===== src/hdl/lau_pkg.sv =====
// Shared types and constants for the up/down counter and its prefix arithmetic
// Compile first and reference members with lau_pkg:: scoped names

package lau_pkg;

	// Prefix network structure selection
	typedef enum logic [1:0] {
		SLOW   = 2'b00,  // Serial chain
		MEDIUM = 2'b01,  // Brent-Kung
		FAST   = 2'b10   // Sklansky
	} speed_e;

	// Floor of log2 for positive n
	// Returns -1 for n of zero
	function automatic int log2floor(input int n);
		int m;
		int p;
		m = -1;
		p = 1;
		while (p <= n) begin
			m = m + 1;
			p = p * 2;
		end
		return m;
	endfunction

	localparam int     CNT_W     = 16;    // Counter word width
	localparam speed_e CNT_SPEED = FAST;  // Prefix structure for the counter

	// Per-cycle command, sampled every rising edge
	typedef struct packed {
		logic             en;          // Count enable
		logic             dec;         // 1 counts down
		logic             load;        // Synchronous load, wins over en
		logic [CNT_W-1:0] load_value;  // Value taken on load
	} cnt_cmd_t;

	// Registered counter outputs
	typedef struct packed {
		logic [CNT_W-1:0] count;  // Current count
		logic             wrap;   // One-cycle pulse on boundary crossing
	} cnt_status_t;

endpackage


===== src/hdl/prefix_and.sv =====
// Parallel-prefix AND network, bit i of the output is the AND of input bits 0..i
// Structure picked at elaboration by speed: Sklansky, Brent-Kung or a serial chain
// Purely combinational

`timescale 1ns/1ps

module prefix_and #(
	parameter int              width = 8,              // Word width
	parameter lau_pkg::speed_e speed = lau_pkg::FAST   // Structure select
) (
	input  logic [width-1:0] prop_in,   // Propagate in
	output logic [width-1:0] prop_out   // Prefix propagate out
);

	localparam int n = width;

	// Tree depth, ceil(log2(n)) from the floor helper
	localparam int m = (n > 1) ? lau_pkg::log2floor(n - 1) + 1 : 0;

	// Sklansky, log2 depth with high fan-out
	if (speed == lau_pkg::FAST) begin : g_fast
		logic [m:0][n-1:0] pt;  // One row per level

		assign pt[0] = prop_in;

		for (genvar l = 1; l <= m; l++) begin : g_level
			for (genvar j = 0; j < n; j++) begin : g_bit
				// Upper half of each 2**l block takes the last bit of the lower half
				if ((j % (2**l)) >= 2**(l-1)) begin : g_black
					assign pt[l][j] = pt[l-1][j] & pt[l-1][(j / 2**l) * 2**l + 2**(l-1) - 1];
				end else begin : g_white
					assign pt[l][j] = pt[l-1][j];  // Pass through
				end
			end
		end

		assign prop_out = pt[m];
	end

	// Brent-Kung, up-sweep tree then down-sweep fill-in
	if (speed == lau_pkg::MEDIUM) begin : g_medium
		localparam int last = (m > 0) ? 2*m - 1 : 0;  // Index of the final row

		logic [last:0][n-1:0] pt;

		assign pt[0] = prop_in;

		// Up-sweep, combine at the top bit of every 2**l block
		for (genvar l = 1; l <= m; l++) begin : g_up
			for (genvar j = 0; j < n; j++) begin : g_bit
				if (((j + 1) % (2**l)) == 0) begin : g_black
					assign pt[l][j] = pt[l-1][j] & pt[l-1][j - 2**(l-1)];
				end else begin : g_white
					assign pt[l][j] = pt[l-1][j];
				end
			end
		end

		// Down-sweep, fill the mid points of shrinking spans
		for (genvar l = m + 1; l <= last; l++) begin : g_down
			localparam int span = 2**(2*m - l);
			localparam int half = span / 2;

			for (genvar j = 0; j < n; j++) begin : g_bit
				if ((j >= span) && (((j + 1) % span) == half)) begin : g_black
					assign pt[l][j] = pt[l-1][j] & pt[l-1][j - half];
				end else begin : g_white
					assign pt[l][j] = pt[l-1][j];
				end
			end
		end

		assign prop_out = pt[last];
	end

	// Serial ripple chain, smallest area and n-1 gate delays
	if (speed == lau_pkg::SLOW) begin : g_slow
		logic [n-1:0] pt;

		assign pt[0] = prop_in[0];
		for (genvar j = 1; j < n; j++) begin : g_bit
			assign pt[j] = prop_in[j] & pt[j-1];
		end

		assign prop_out = pt;
	end

endmodule


===== src/hdl/inc_dec.sv =====
// Incrementer-decrementer on a parallel-prefix AND network
// result = dec ? operand - 1 : operand + 1, purely combinational

`timescale 1ns/1ps

module inc_dec #(
	parameter int              width = 8,             // Word width
	parameter lau_pkg::speed_e speed = lau_pkg::FAST  // Prefix structure
) (
	input  logic [width-1:0] operand,  // Value to step
	input  logic             dec,      // 1 subtracts one
	output logic [width-1:0] result    // Stepped value
);

	logic [width-1:0] prop;    // Bits that pass the carry or borrow
	logic [width-1:0] prefix;  // All lower bits propagate

	// Ones propagate a carry, zeros propagate a borrow
	assign prop = operand ^ {width{dec}};

	prefix_and #(
		.width (width),
		.speed (speed)
	) i_prefix_and (
		.prop_in  (prop),
		.prop_out (prefix)
	);

	// Bit 0 always flips
	// Bit i flips when every bit below it propagates
	assign result = operand ^ {prefix[width-2:0], 1'b1};

endmodule


===== src/hdl/up_down_counter.sv =====
// Registered up/down counter with synchronous load and count enable
// Next value comes from inc_dec, wrap pulses for one cycle at the word boundary
// Load beats en, en low holds the count

`timescale 1ns/1ps

module up_down_counter (
	input  logic                 clk,     // Rising-edge clock
	input  logic                 arst_n,  // Async reset, active low
	input  lau_pkg::cnt_cmd_t    cmd,     // Command for this cycle
	output lau_pkg::cnt_status_t status   // Registered count and wrap
);

	logic [lau_pkg::CNT_W-1:0] count_q;     // Count register
	logic                      wrap_q;      // Wrap pulse register
	logic [lau_pkg::CNT_W-1:0] count_step;  // Count plus or minus one
	logic                      at_bound;    // Next step crosses the boundary

	// Next value in the commanded direction
	inc_dec #(
		.width (lau_pkg::CNT_W),
		.speed (lau_pkg::CNT_SPEED)
	) i_inc_dec (
		.operand (count_q),
		.dec     (cmd.dec),
		.result  (count_step)
	);

	// All ones going up or all zeros going down
	always_comb begin
		if (cmd.dec) begin
			at_bound = ~|count_q;  // Zero to all ones
		end else begin
			at_bound = &count_q;   // All ones to zero
		end
	end

	// Load, then count step, then hold
	always_ff @(posedge clk or negedge arst_n) begin
		if (!arst_n) begin
			count_q <= '0;
			wrap_q  <= 1'b0;
		end else if (cmd.load) begin
			count_q <= cmd.load_value;
			wrap_q  <= 1'b0;          // No wrap on load
		end else if (cmd.en) begin
			count_q <= count_step;
			wrap_q  <= at_bound;      // Pulse with the wrapped value
		end else begin
			wrap_q  <= 1'b0;          // Count holds
		end
	end

	// Outputs straight from the registers
	assign status.count = count_q;
	assign status.wrap  = wrap_q;

endmodule


===== src/hdl/counter_top.sv =====
// Top level of the up/down counter
// Takes one command struct per cycle and returns the registered status struct
// One cycle of latency from command to status

`timescale 1ns/1ps

module counter_top (
	input  logic                 clk,     // Rising-edge clock
	input  logic                 arst_n,  // Async reset, active low
	input  lau_pkg::cnt_cmd_t    cmd,     // Level command, no handshake
	output lau_pkg::cnt_status_t status   // Count and wrap pulse
);

	// Command goes through unchanged
	up_down_counter i_up_down_counter (
		.clk    (clk),
		.arst_n (arst_n),
		.cmd    (cmd),
		.status (status)
	);

endmodule


===== config.mk =====
export PLATFORM = sky130hd
export DESIGN_NAME = counter_top
export DESIGN_NICKNAME = d
export VERILOG_FILES = /design/src/hdl/lau_pkg.sv /design/src/hdl/prefix_and.sv /design/src/hdl/inc_dec.sv /design/src/hdl/up_down_counter.sv /design/src/hdl/counter_top.sv
export SDC_FILE = /design/constraint.sdc
export NUM_CORES = 1
export LEC_CHECK = 0
export BUFFER_PORTS_ARGS = -buffer_cell sky130_fd_sc_hd__buf_2
export CORE_UTILIZATION = 50
export CTS_CLUSTER_DIAMETER = 120
export CTS_CLUSTER_SIZE = 10
export DETAILED_ROUTE_END_ITERATION = 7
export GPL_ROUTABILITY_DRIVEN = 0
export GPL_TIMING_DRIVEN = 0
export PLACE_DENSITY = 0.78
export SLEW_MARGIN = 20
export SYNTH_ARGS = -nofsm -noshare
export SYNTH_HDL_FRONTEND = slang
export SYNTH_SLANG_ARGS = --single-unit

===== constraint.sdc =====
create_clock -name clk -period 2.35 [get_ports clk]
set_clock_uncertainty 0.2 [all_clocks]
set_input_delay 0.3525 -clock clk [delete_from_list [all_inputs] [get_ports clk]]
set_output_delay 0.3525 -clock clk [all_outputs]
set_load 0.005 [all_outputs]

# --- Word-level counts from Yosys, hierarchy flattened ---
# Cells that the tools add are included.
classes:
  add_sub_neg: 0
  n_mul: 0
  div_mod_pow: 0
  order_cmp: 0
  eq_ne: 0
  shifts: 0
  mux: 5
  bitwise_logic: 30
  reduce_logical: 4
op_table:
  columns: ["cell", "n"]
  rows:
  - ["16-bit 2-to-1 mux", 2]
  - ["1-bit bitwise AND", 28]
  - ["16-bit AND reduction", 1]
  - ["16-bit OR reduction", 1]
  - ["16-bit XOR", 1]
  - ["15-bit XOR", 1]
  - ["1-bit 2-to-1 mux", 3]
  - ["2-bit nonzero test", 1]
  - ["1-bit logical NOT", 1]
word_totals:
  regBits: 17
  latch_bits: 0
  mem_bits_rw: 0
  rom_bits: 0
  input_bits: 21
  out_inout_bits: 17
  n_memories: 0

# --- Longest topological paths before layout ---
logic_depth:
  ltp_word: 8
  ltp_mapped: 6

# --- Hierarchy ---
# A second synthesis with hierarchy kept.
unflattened:
  cells_unflattened: 148
  area_unflattened_um2: 1335.0
by_module_without_submodules:
  columns: ["module", "n_inst", "cells_each", "area_per_inst_um2", "seq_area_each_um2"]
  rows:
  - ["up_down_counter", 1, 85, 857.1, 425.4]
  - ["inc_dec", 1, 34, 306.5, 0.0]
  - ["prefix_and", 1, 29, 171.4, 0.0]

# --- Worst setup path before layout ---
# No wires, ideal clock.
synth_path:
  kind: "register to register"
  startpoint: "register i_up_down_counter.count_q[4] (netlist bit)"
  endpoint: "register i_up_down_counter.count_q[11] (netlist bit)"
  setup_ns: 0.125
  arrival_ns: 1.802
  required_time_ns: 2.025
  path_slack_ns: 0.223
  path_stages_with_launch: 7
  n_path_buf: 1
  cell_sequence: "dfrtp_1 > bufbuf_16 > or3b_2 > nor3_4 > o211ai_1 > xnor2_1 > mux2_2"
synth_between:
  elab_chain_len: 8
synth_lines:
  columns: ["item", "line_no", "source"]
  rows:
  - ["start, declared", "up_down_counter.sv:14", "logic [lau_pkg::CNT_W-1:0] count_q;"]
  - ["start signal, assigned", "up_down_counter.sv:44", "count_q <= cmd.load_value;"]
  - ["start signal, assigned", "up_down_counter.sv:47", "count_q <= count_step;"]
  - ["15-bit XOR", "inc_dec.sv:19", "assign prop = operand ^ {width{dec}};"]
  - ["1-bit bitwise AND (4 in a row)", "prefix_and.sv:30", "assign pt[l][j] = pt[l-1][j] & pt[l-1][(j / 2**l) * 2**l + 2**(l-1) - 1];"]
  - ["16-bit XOR", "inc_dec.sv:31", "assign result = operand ^ {prefix[width-2:0], 1'b1};"]
  - ["16-bit 2-to-1 mux", "up_down_counter.sv:46", "end else if (cmd.en) begin"]
  - ["16-bit 2-to-1 mux", "up_down_counter.sv:43", "end else if (cmd.load) begin"]
# No other way between the ends. The select of a mux whose other input is x is not followed.
# A chain may end at the register's enable or synchronous reset.

# --- Worst setup path in the final report ---
layout_path:
  startpoint: "register i_up_down_counter.count_q[2] (netlist bit)"
  endpoint: "register i_up_down_counter.count_q[7] (netlist bit)"
layout_between:
  elab_chain_len: 7
layout_lines:
  columns: ["item", "line_no"]
  rows:
  - ["15-bit XOR", "inc_dec.sv:19"]
  - ["1-bit bitwise AND (3 in a row)", "prefix_and.sv:30"]
  - ["16-bit XOR", "inc_dec.sv:31"]
  - ["16-bit 2-to-1 mux", "up_down_counter.sv:46"]
  - ["16-bit 2-to-1 mux", "up_down_counter.sv:43"]
# No other way between the ends. The select of a mux whose other input is x is not followed.

==> flow_results.xml <==
<?xml version="1.0" encoding="UTF-8"?>
<metrics>
  <group name="status">
    <metric name="outcome" unit="">complete, no violations</metric>
  </group>
  <group name="routing">
    <metric name="post_drt_wl_per_cell" unit="um">15.5</metric>
    <metric name="post-route-drc-count" unit="">0</metric>
    <metric name="drt-total-wl" unit="mm">3.19</metric>
    <metric name="initialDrtViolationCount" unit="">29</metric>
    <metric name="route.antenna.remaining_nets" unit="">0</metric>
    <metric name="vias_per_cell" unit="">5.92</metric>
    <metric name="drtPass1Iterations" unit="">4</metric>
    <metric name="vias" unit="">1219</metric>
  </group>
  <group name="grt">
    <metric name="number_of_global_route_vias_before_repair" unit="">1113</metric>
    <metric name="gr-total-overflow" unit="">0</metric>
    <metric name="globalRouteMet3Util" unit="">0.0417</metric>
    <metric name="gr-usage-met2" unit="">0.435</metric>
    <metric name="grt_pass1_wl" unit="mm">5.17</metric>
    <metric name="pin_count_of_the_biggest_net_entering_global_routing" unit="">18</metric>
    <metric name="initial_antenna_violation_count" unit="">0</metric>
    <metric name="grt_usage" unit="">0.261</metric>
    <metric name="globalRoute.busiestLayer" unit="">met2</metric>
    <metric name="met1_resource_use_gr" unit="">0.351</metric>
  </group>
  <group name="logic_synthesis">
    <metric name="syn-instance-count" unit="">136</metric>
    <metric name="asyncSetResetFlopFracSynth" unit="">1.00</metric>
    <metric name="yosys_warnings" unit="">0</metric>
    <metric name="synth.yosys.seq_area_share" unit="">0.349</metric>
    <metric name="distinct_cells_synth" unit="">38</metric>
    <metric name="mappedNetlistNets" unit="">157</metric>
    <metric name="synth_seq_cells" unit="">17</metric>
    <metric name="yosys-top-cells-area" unit="">sky130_fd_sc_hd__dfrtp_1 (35%), sky130_fd_sc_hd__xor2_1 (7.2%), sky130_fd_sc_hd__xnor2_1 (5.7%)</metric>
    <metric name="post_synth_instance_area" unit="mm^2">0.00122</metric>
    <metric name="synth-edff-count" unit="">0</metric>
    <metric name="synth_commonest_cells" unit="">sky130_fd_sc_hd__dfrtp_1 (17), sky130_fd_sc_hd__nand2_1 (17), sky130_fd_sc_hd__o21ai_0 (13)</metric>
    <metric name="synth_top_area_frac" unit="">0.349</metric>
    <metric name="synth.largest_area_cell" unit="">sky130_fd_sc_hd__dfrtp_1</metric>
    <metric name="avgSynthCellArea" unit="um^2">8.97</metric>
    <metric name="top_flip_flop_cell_by_instance_count_after_synthesis" unit="">sky130_fd_sc_hd__dfrtp_1</metric>
  </group>
  <group name="cts">
    <metric name="path_clk_slew" unit="ns">0.11</metric>
    <metric name="max-clock-path-buffers" unit="">2</metric>
    <metric name="cts_root_buf" unit="">sky130_fd_sc_hd__clkbuf_4</metric>
    <metric name="cts.sinks" unit="">17</metric>
    <metric name="cts_setup_buffers" unit="">0</metric>
    <metric name="cts_tree" unit="">done</metric>
    <metric name="worst_skew_pair.late_latency" unit="ns">0.29</metric>
    <metric name="htreeDepth" unit="">1</metric>
    <metric name="numCtsBuffers" unit="">3</metric>
  </group>
  <group name="final_layout">
    <metric name="synthToLayoutAreaGrowth" unit="%">21.9</metric>
    <metric name="final_layout_size_suffix_gt1_frac" unit="">0.320</metric>
    <metric name="fillers" unit="">203</metric>
    <metric name="antenna_cells_inserted" unit="">0</metric>
    <metric name="final-instance-count-excl-fill" unit="">206</metric>
    <metric name="final_nets" unit="">200</metric>
  </group>
  <group name="sta">
    <metric name="layout_min_cycle_time" unit="ns">2.26</metric>
    <metric name="hold_viol" unit="">0</metric>
    <metric name="rsz0062_at_grt" unit="">false</metric>
    <metric name="worst_pin_slew" unit="ns">0.543</metric>
    <metric name="maxSlewViolCount" unit="">0</metric>
    <metric name="maxClockFrequency" unit="GHz">0.443</metric>
    <metric name="slew_headroom" unit="">0.638</metric>
    <metric name="setup_tns" unit="ns">0</metric>
    <metric name="setup_viol" unit="">0</metric>
    <metric name="final_cycle_share" unit="">0.960</metric>
  </group>
  <group name="worst_hold_path">
    <metric name="hold_class" unit="">in -&gt; reg</metric>
  </group>
  <group name="worst_setup_path">
    <metric name="path_max_fanout" unit="">6</metric>
    <metric name="path_delay_family" unit="">simple AND/OR/NAND/NOR gates</metric>
    <metric name="critical_path_arrival" unit="ns">2.23</metric>
    <metric name="timing.critical_path.cells" unit="">or4_1, buf_6, nor4_2, o21ai_0, xnor2_1, mux2_2</metric>
    <metric name="critical_path_class" unit="">reg -&gt; reg</metric>
    <metric name="crit_path_top_delay_cell" unit="">sky130_fd_sc_hd__or4_1</metric>
    <metric name="timing.critical_path.from_type" unit="">flop</metric>
    <metric name="setup.worst_path.end_class" unit="">flop</metric>
    <metric name="cp_slowest_stage_delay" unit="ns">0.54</metric>
    <metric name="path_buf_inv" unit="">1</metric>
    <metric name="required" unit="ns">2.33</metric>
  </group>
  <group name="die">
    <metric name="core_area" unit="mm^2">0.00225</metric>
    <metric name="std_cell_rows" unit="">17</metric>
    <metric name="dieHeight" unit="um">51.4</metric>
    <metric name="start_util" unit="">0.541</metric>
    <metric name="fp.dieArea" unit="mm^2">0.00264</metric>
    <metric name="floorplan.io_pins" unit="">38</metric>
    <metric name="die_w" unit="um">51.4</metric>
  </group>
  <group name="power">
    <metric name="worst_ir_drop_vdd" unit="mV">0.378</metric>
    <metric name="total_leakage_power" unit="nW">0.658</metric>
    <metric name="power-per-cell-area" unit="mW/mm^2">502</metric>
  </group>
  <group name="placement">
    <metric name="number_of_buffers_inserted_by_port_buffering" unit="">37</metric>
    <metric name="post-dp-hpwl" unit="mm">2.26</metric>
    <metric name="dp_cells" unit="">201</metric>
  </group>
  <group name="run">
    <metric name="number_of_violations_of_the_max_capacitance_limit" unit="">0</metric>
  </group>
</metrics>
through the flow:
stage                     utilization  hold WS, ns  total power, mW  setup slack (ns)  cell area [um^2]
after floorplan                     -       -0.143            0.499             0.223              1220
after global placement          0.639       0.0933            0.571             0.172              1440
after detailed placement        0.639        0.102            0.583            0.0767              1440
after CTS                       0.655       0.0558            0.748            0.0499              1480
after global routing            0.660       0.0697            0.789           0.00140              1490
final                           0.660       0.0600            0.748            0.0947              1490
cell families (layout without fill, tap and decap cells):
group,after synthesis,in the layout,share of synthesized area
flip-flops,17,17,0.349
XOR/XNOR,18,18,0.129
multiplexers,5,5,0.0441
buffers and inverters,13,55,0.0759
AND/OR/NAND/NOR,55,55,0.265
AO/OA/AOI/OAI,28,28,0.137
power by group:
part	internal, mW	switching (mW)	leakage, nW	total [mW]
Sequential	0.322	0.0515	0.207	0.373
Combinational	0.109	0.104	0.437	0.213
Clock	0.0658	0.0960	0.0150	0.162
Total	0.496	0.251	0.658	0.748
worst register-to-register path, cell delays in order (launching register included):
cell and delay (ns):
sky130_fd_sc_hd__dfrtp_1 0.46, sky130_fd_sc_hd__or4_1 0.54, sky130_fd_sc_hd__buf_6 0.16, sky130_fd_sc_hd__nor4_2 0.23
sky130_fd_sc_hd__o21ai_0 0.16, sky130_fd_sc_hd__xnor2_1 0.15, sky130_fd_sc_hd__mux2_2 0.26
final cells by class:
class | instances | area [um^2] | share of cell area
multi-input combinational | 106 | 713 | 0.479
inverter | 4 | 15.0 | 0.0101
sequential | 17 | 425 | 0.286
clock buffer | 4 | 26.3 | 0.0177
timing repair buffer | 38 | 195 | 0.131
buffer | 9 | 77.6 | 0.0521
tap | 28 | 35.0 | 0.0235
registers in the layout (all words and copies together), names as in the netlist:
register	flops
i_up_down_counter.wrap_q	1
i_up_down_counter.count_q	16
worst paths after layout:
path | from | endpoint | slack (ns) | cells after the start
max | i_up_down_counter.count_q[2]$_DFFE_PN0P_ | i_up_down_counter.count_q[7]$_DFFE_PN0P_ | 0.09 | 6
min | cmd[9] | i_up_down_counter.count_q[9]$_DFFE_PN0P_ | 0.06 | 3
max reg2reg | i_up_down_counter.count_q[2]$_DFFE_PN0P_ | i_up_down_counter.count_q[7]$_DFFE_PN0P_ | 0.09 | 6
min reg2reg | i_up_down_counter.count_q[15]$_DFFE_PN0P_ | i_up_down_counter.count_q[15]$_DFFE_PN0P_ | 0.45 | 2
max in group asynchronous | arst_n | i_up_down_counter.count_q[7]$_DFFE_PN0P_ | 1.36 | 2
min in group asynchronous | arst_n | i_up_down_counter.count_q[8]$_DFFE_PN0P_ | 0.30 | 2
timing repair:
action	in CTS	in global routing
setup endpoints to repair	0	2
hold buffers	1	0
hold endpoints to repair	17	0
gates resized for setup	0	2
layer usage:
metal / routed length, um / up-vias
met5: 0 / -
li1: - / 574
met4: 26 / 0
met1: 1310 / 571
met3: 212 / 4
met2: 1640 / 70
cells in the final DEF (no fill, tap or decap), drive strengths merged, types with 2 or more instances in the layout:
master	netlist	routed
o211ai	3	3
buf	5	42
inv	4	4
nor4	7	7
a21oi	2	2
xor2	10	10
o21ai	17	17
nand2	17	17
xnor2	8	8
a32oi	2	2
nor2	6	6
nand2b	3	3
mux2	3	3
dfrtp	17	17
nand3	3	3
or3b	2	2
mux2i	2	2
o2111ai	2	2
nor3	5	5
or4b	2	2
nand4	3	3
clkbuf	3	7
No activity file was read; power rests on OpenSTA's default activity.
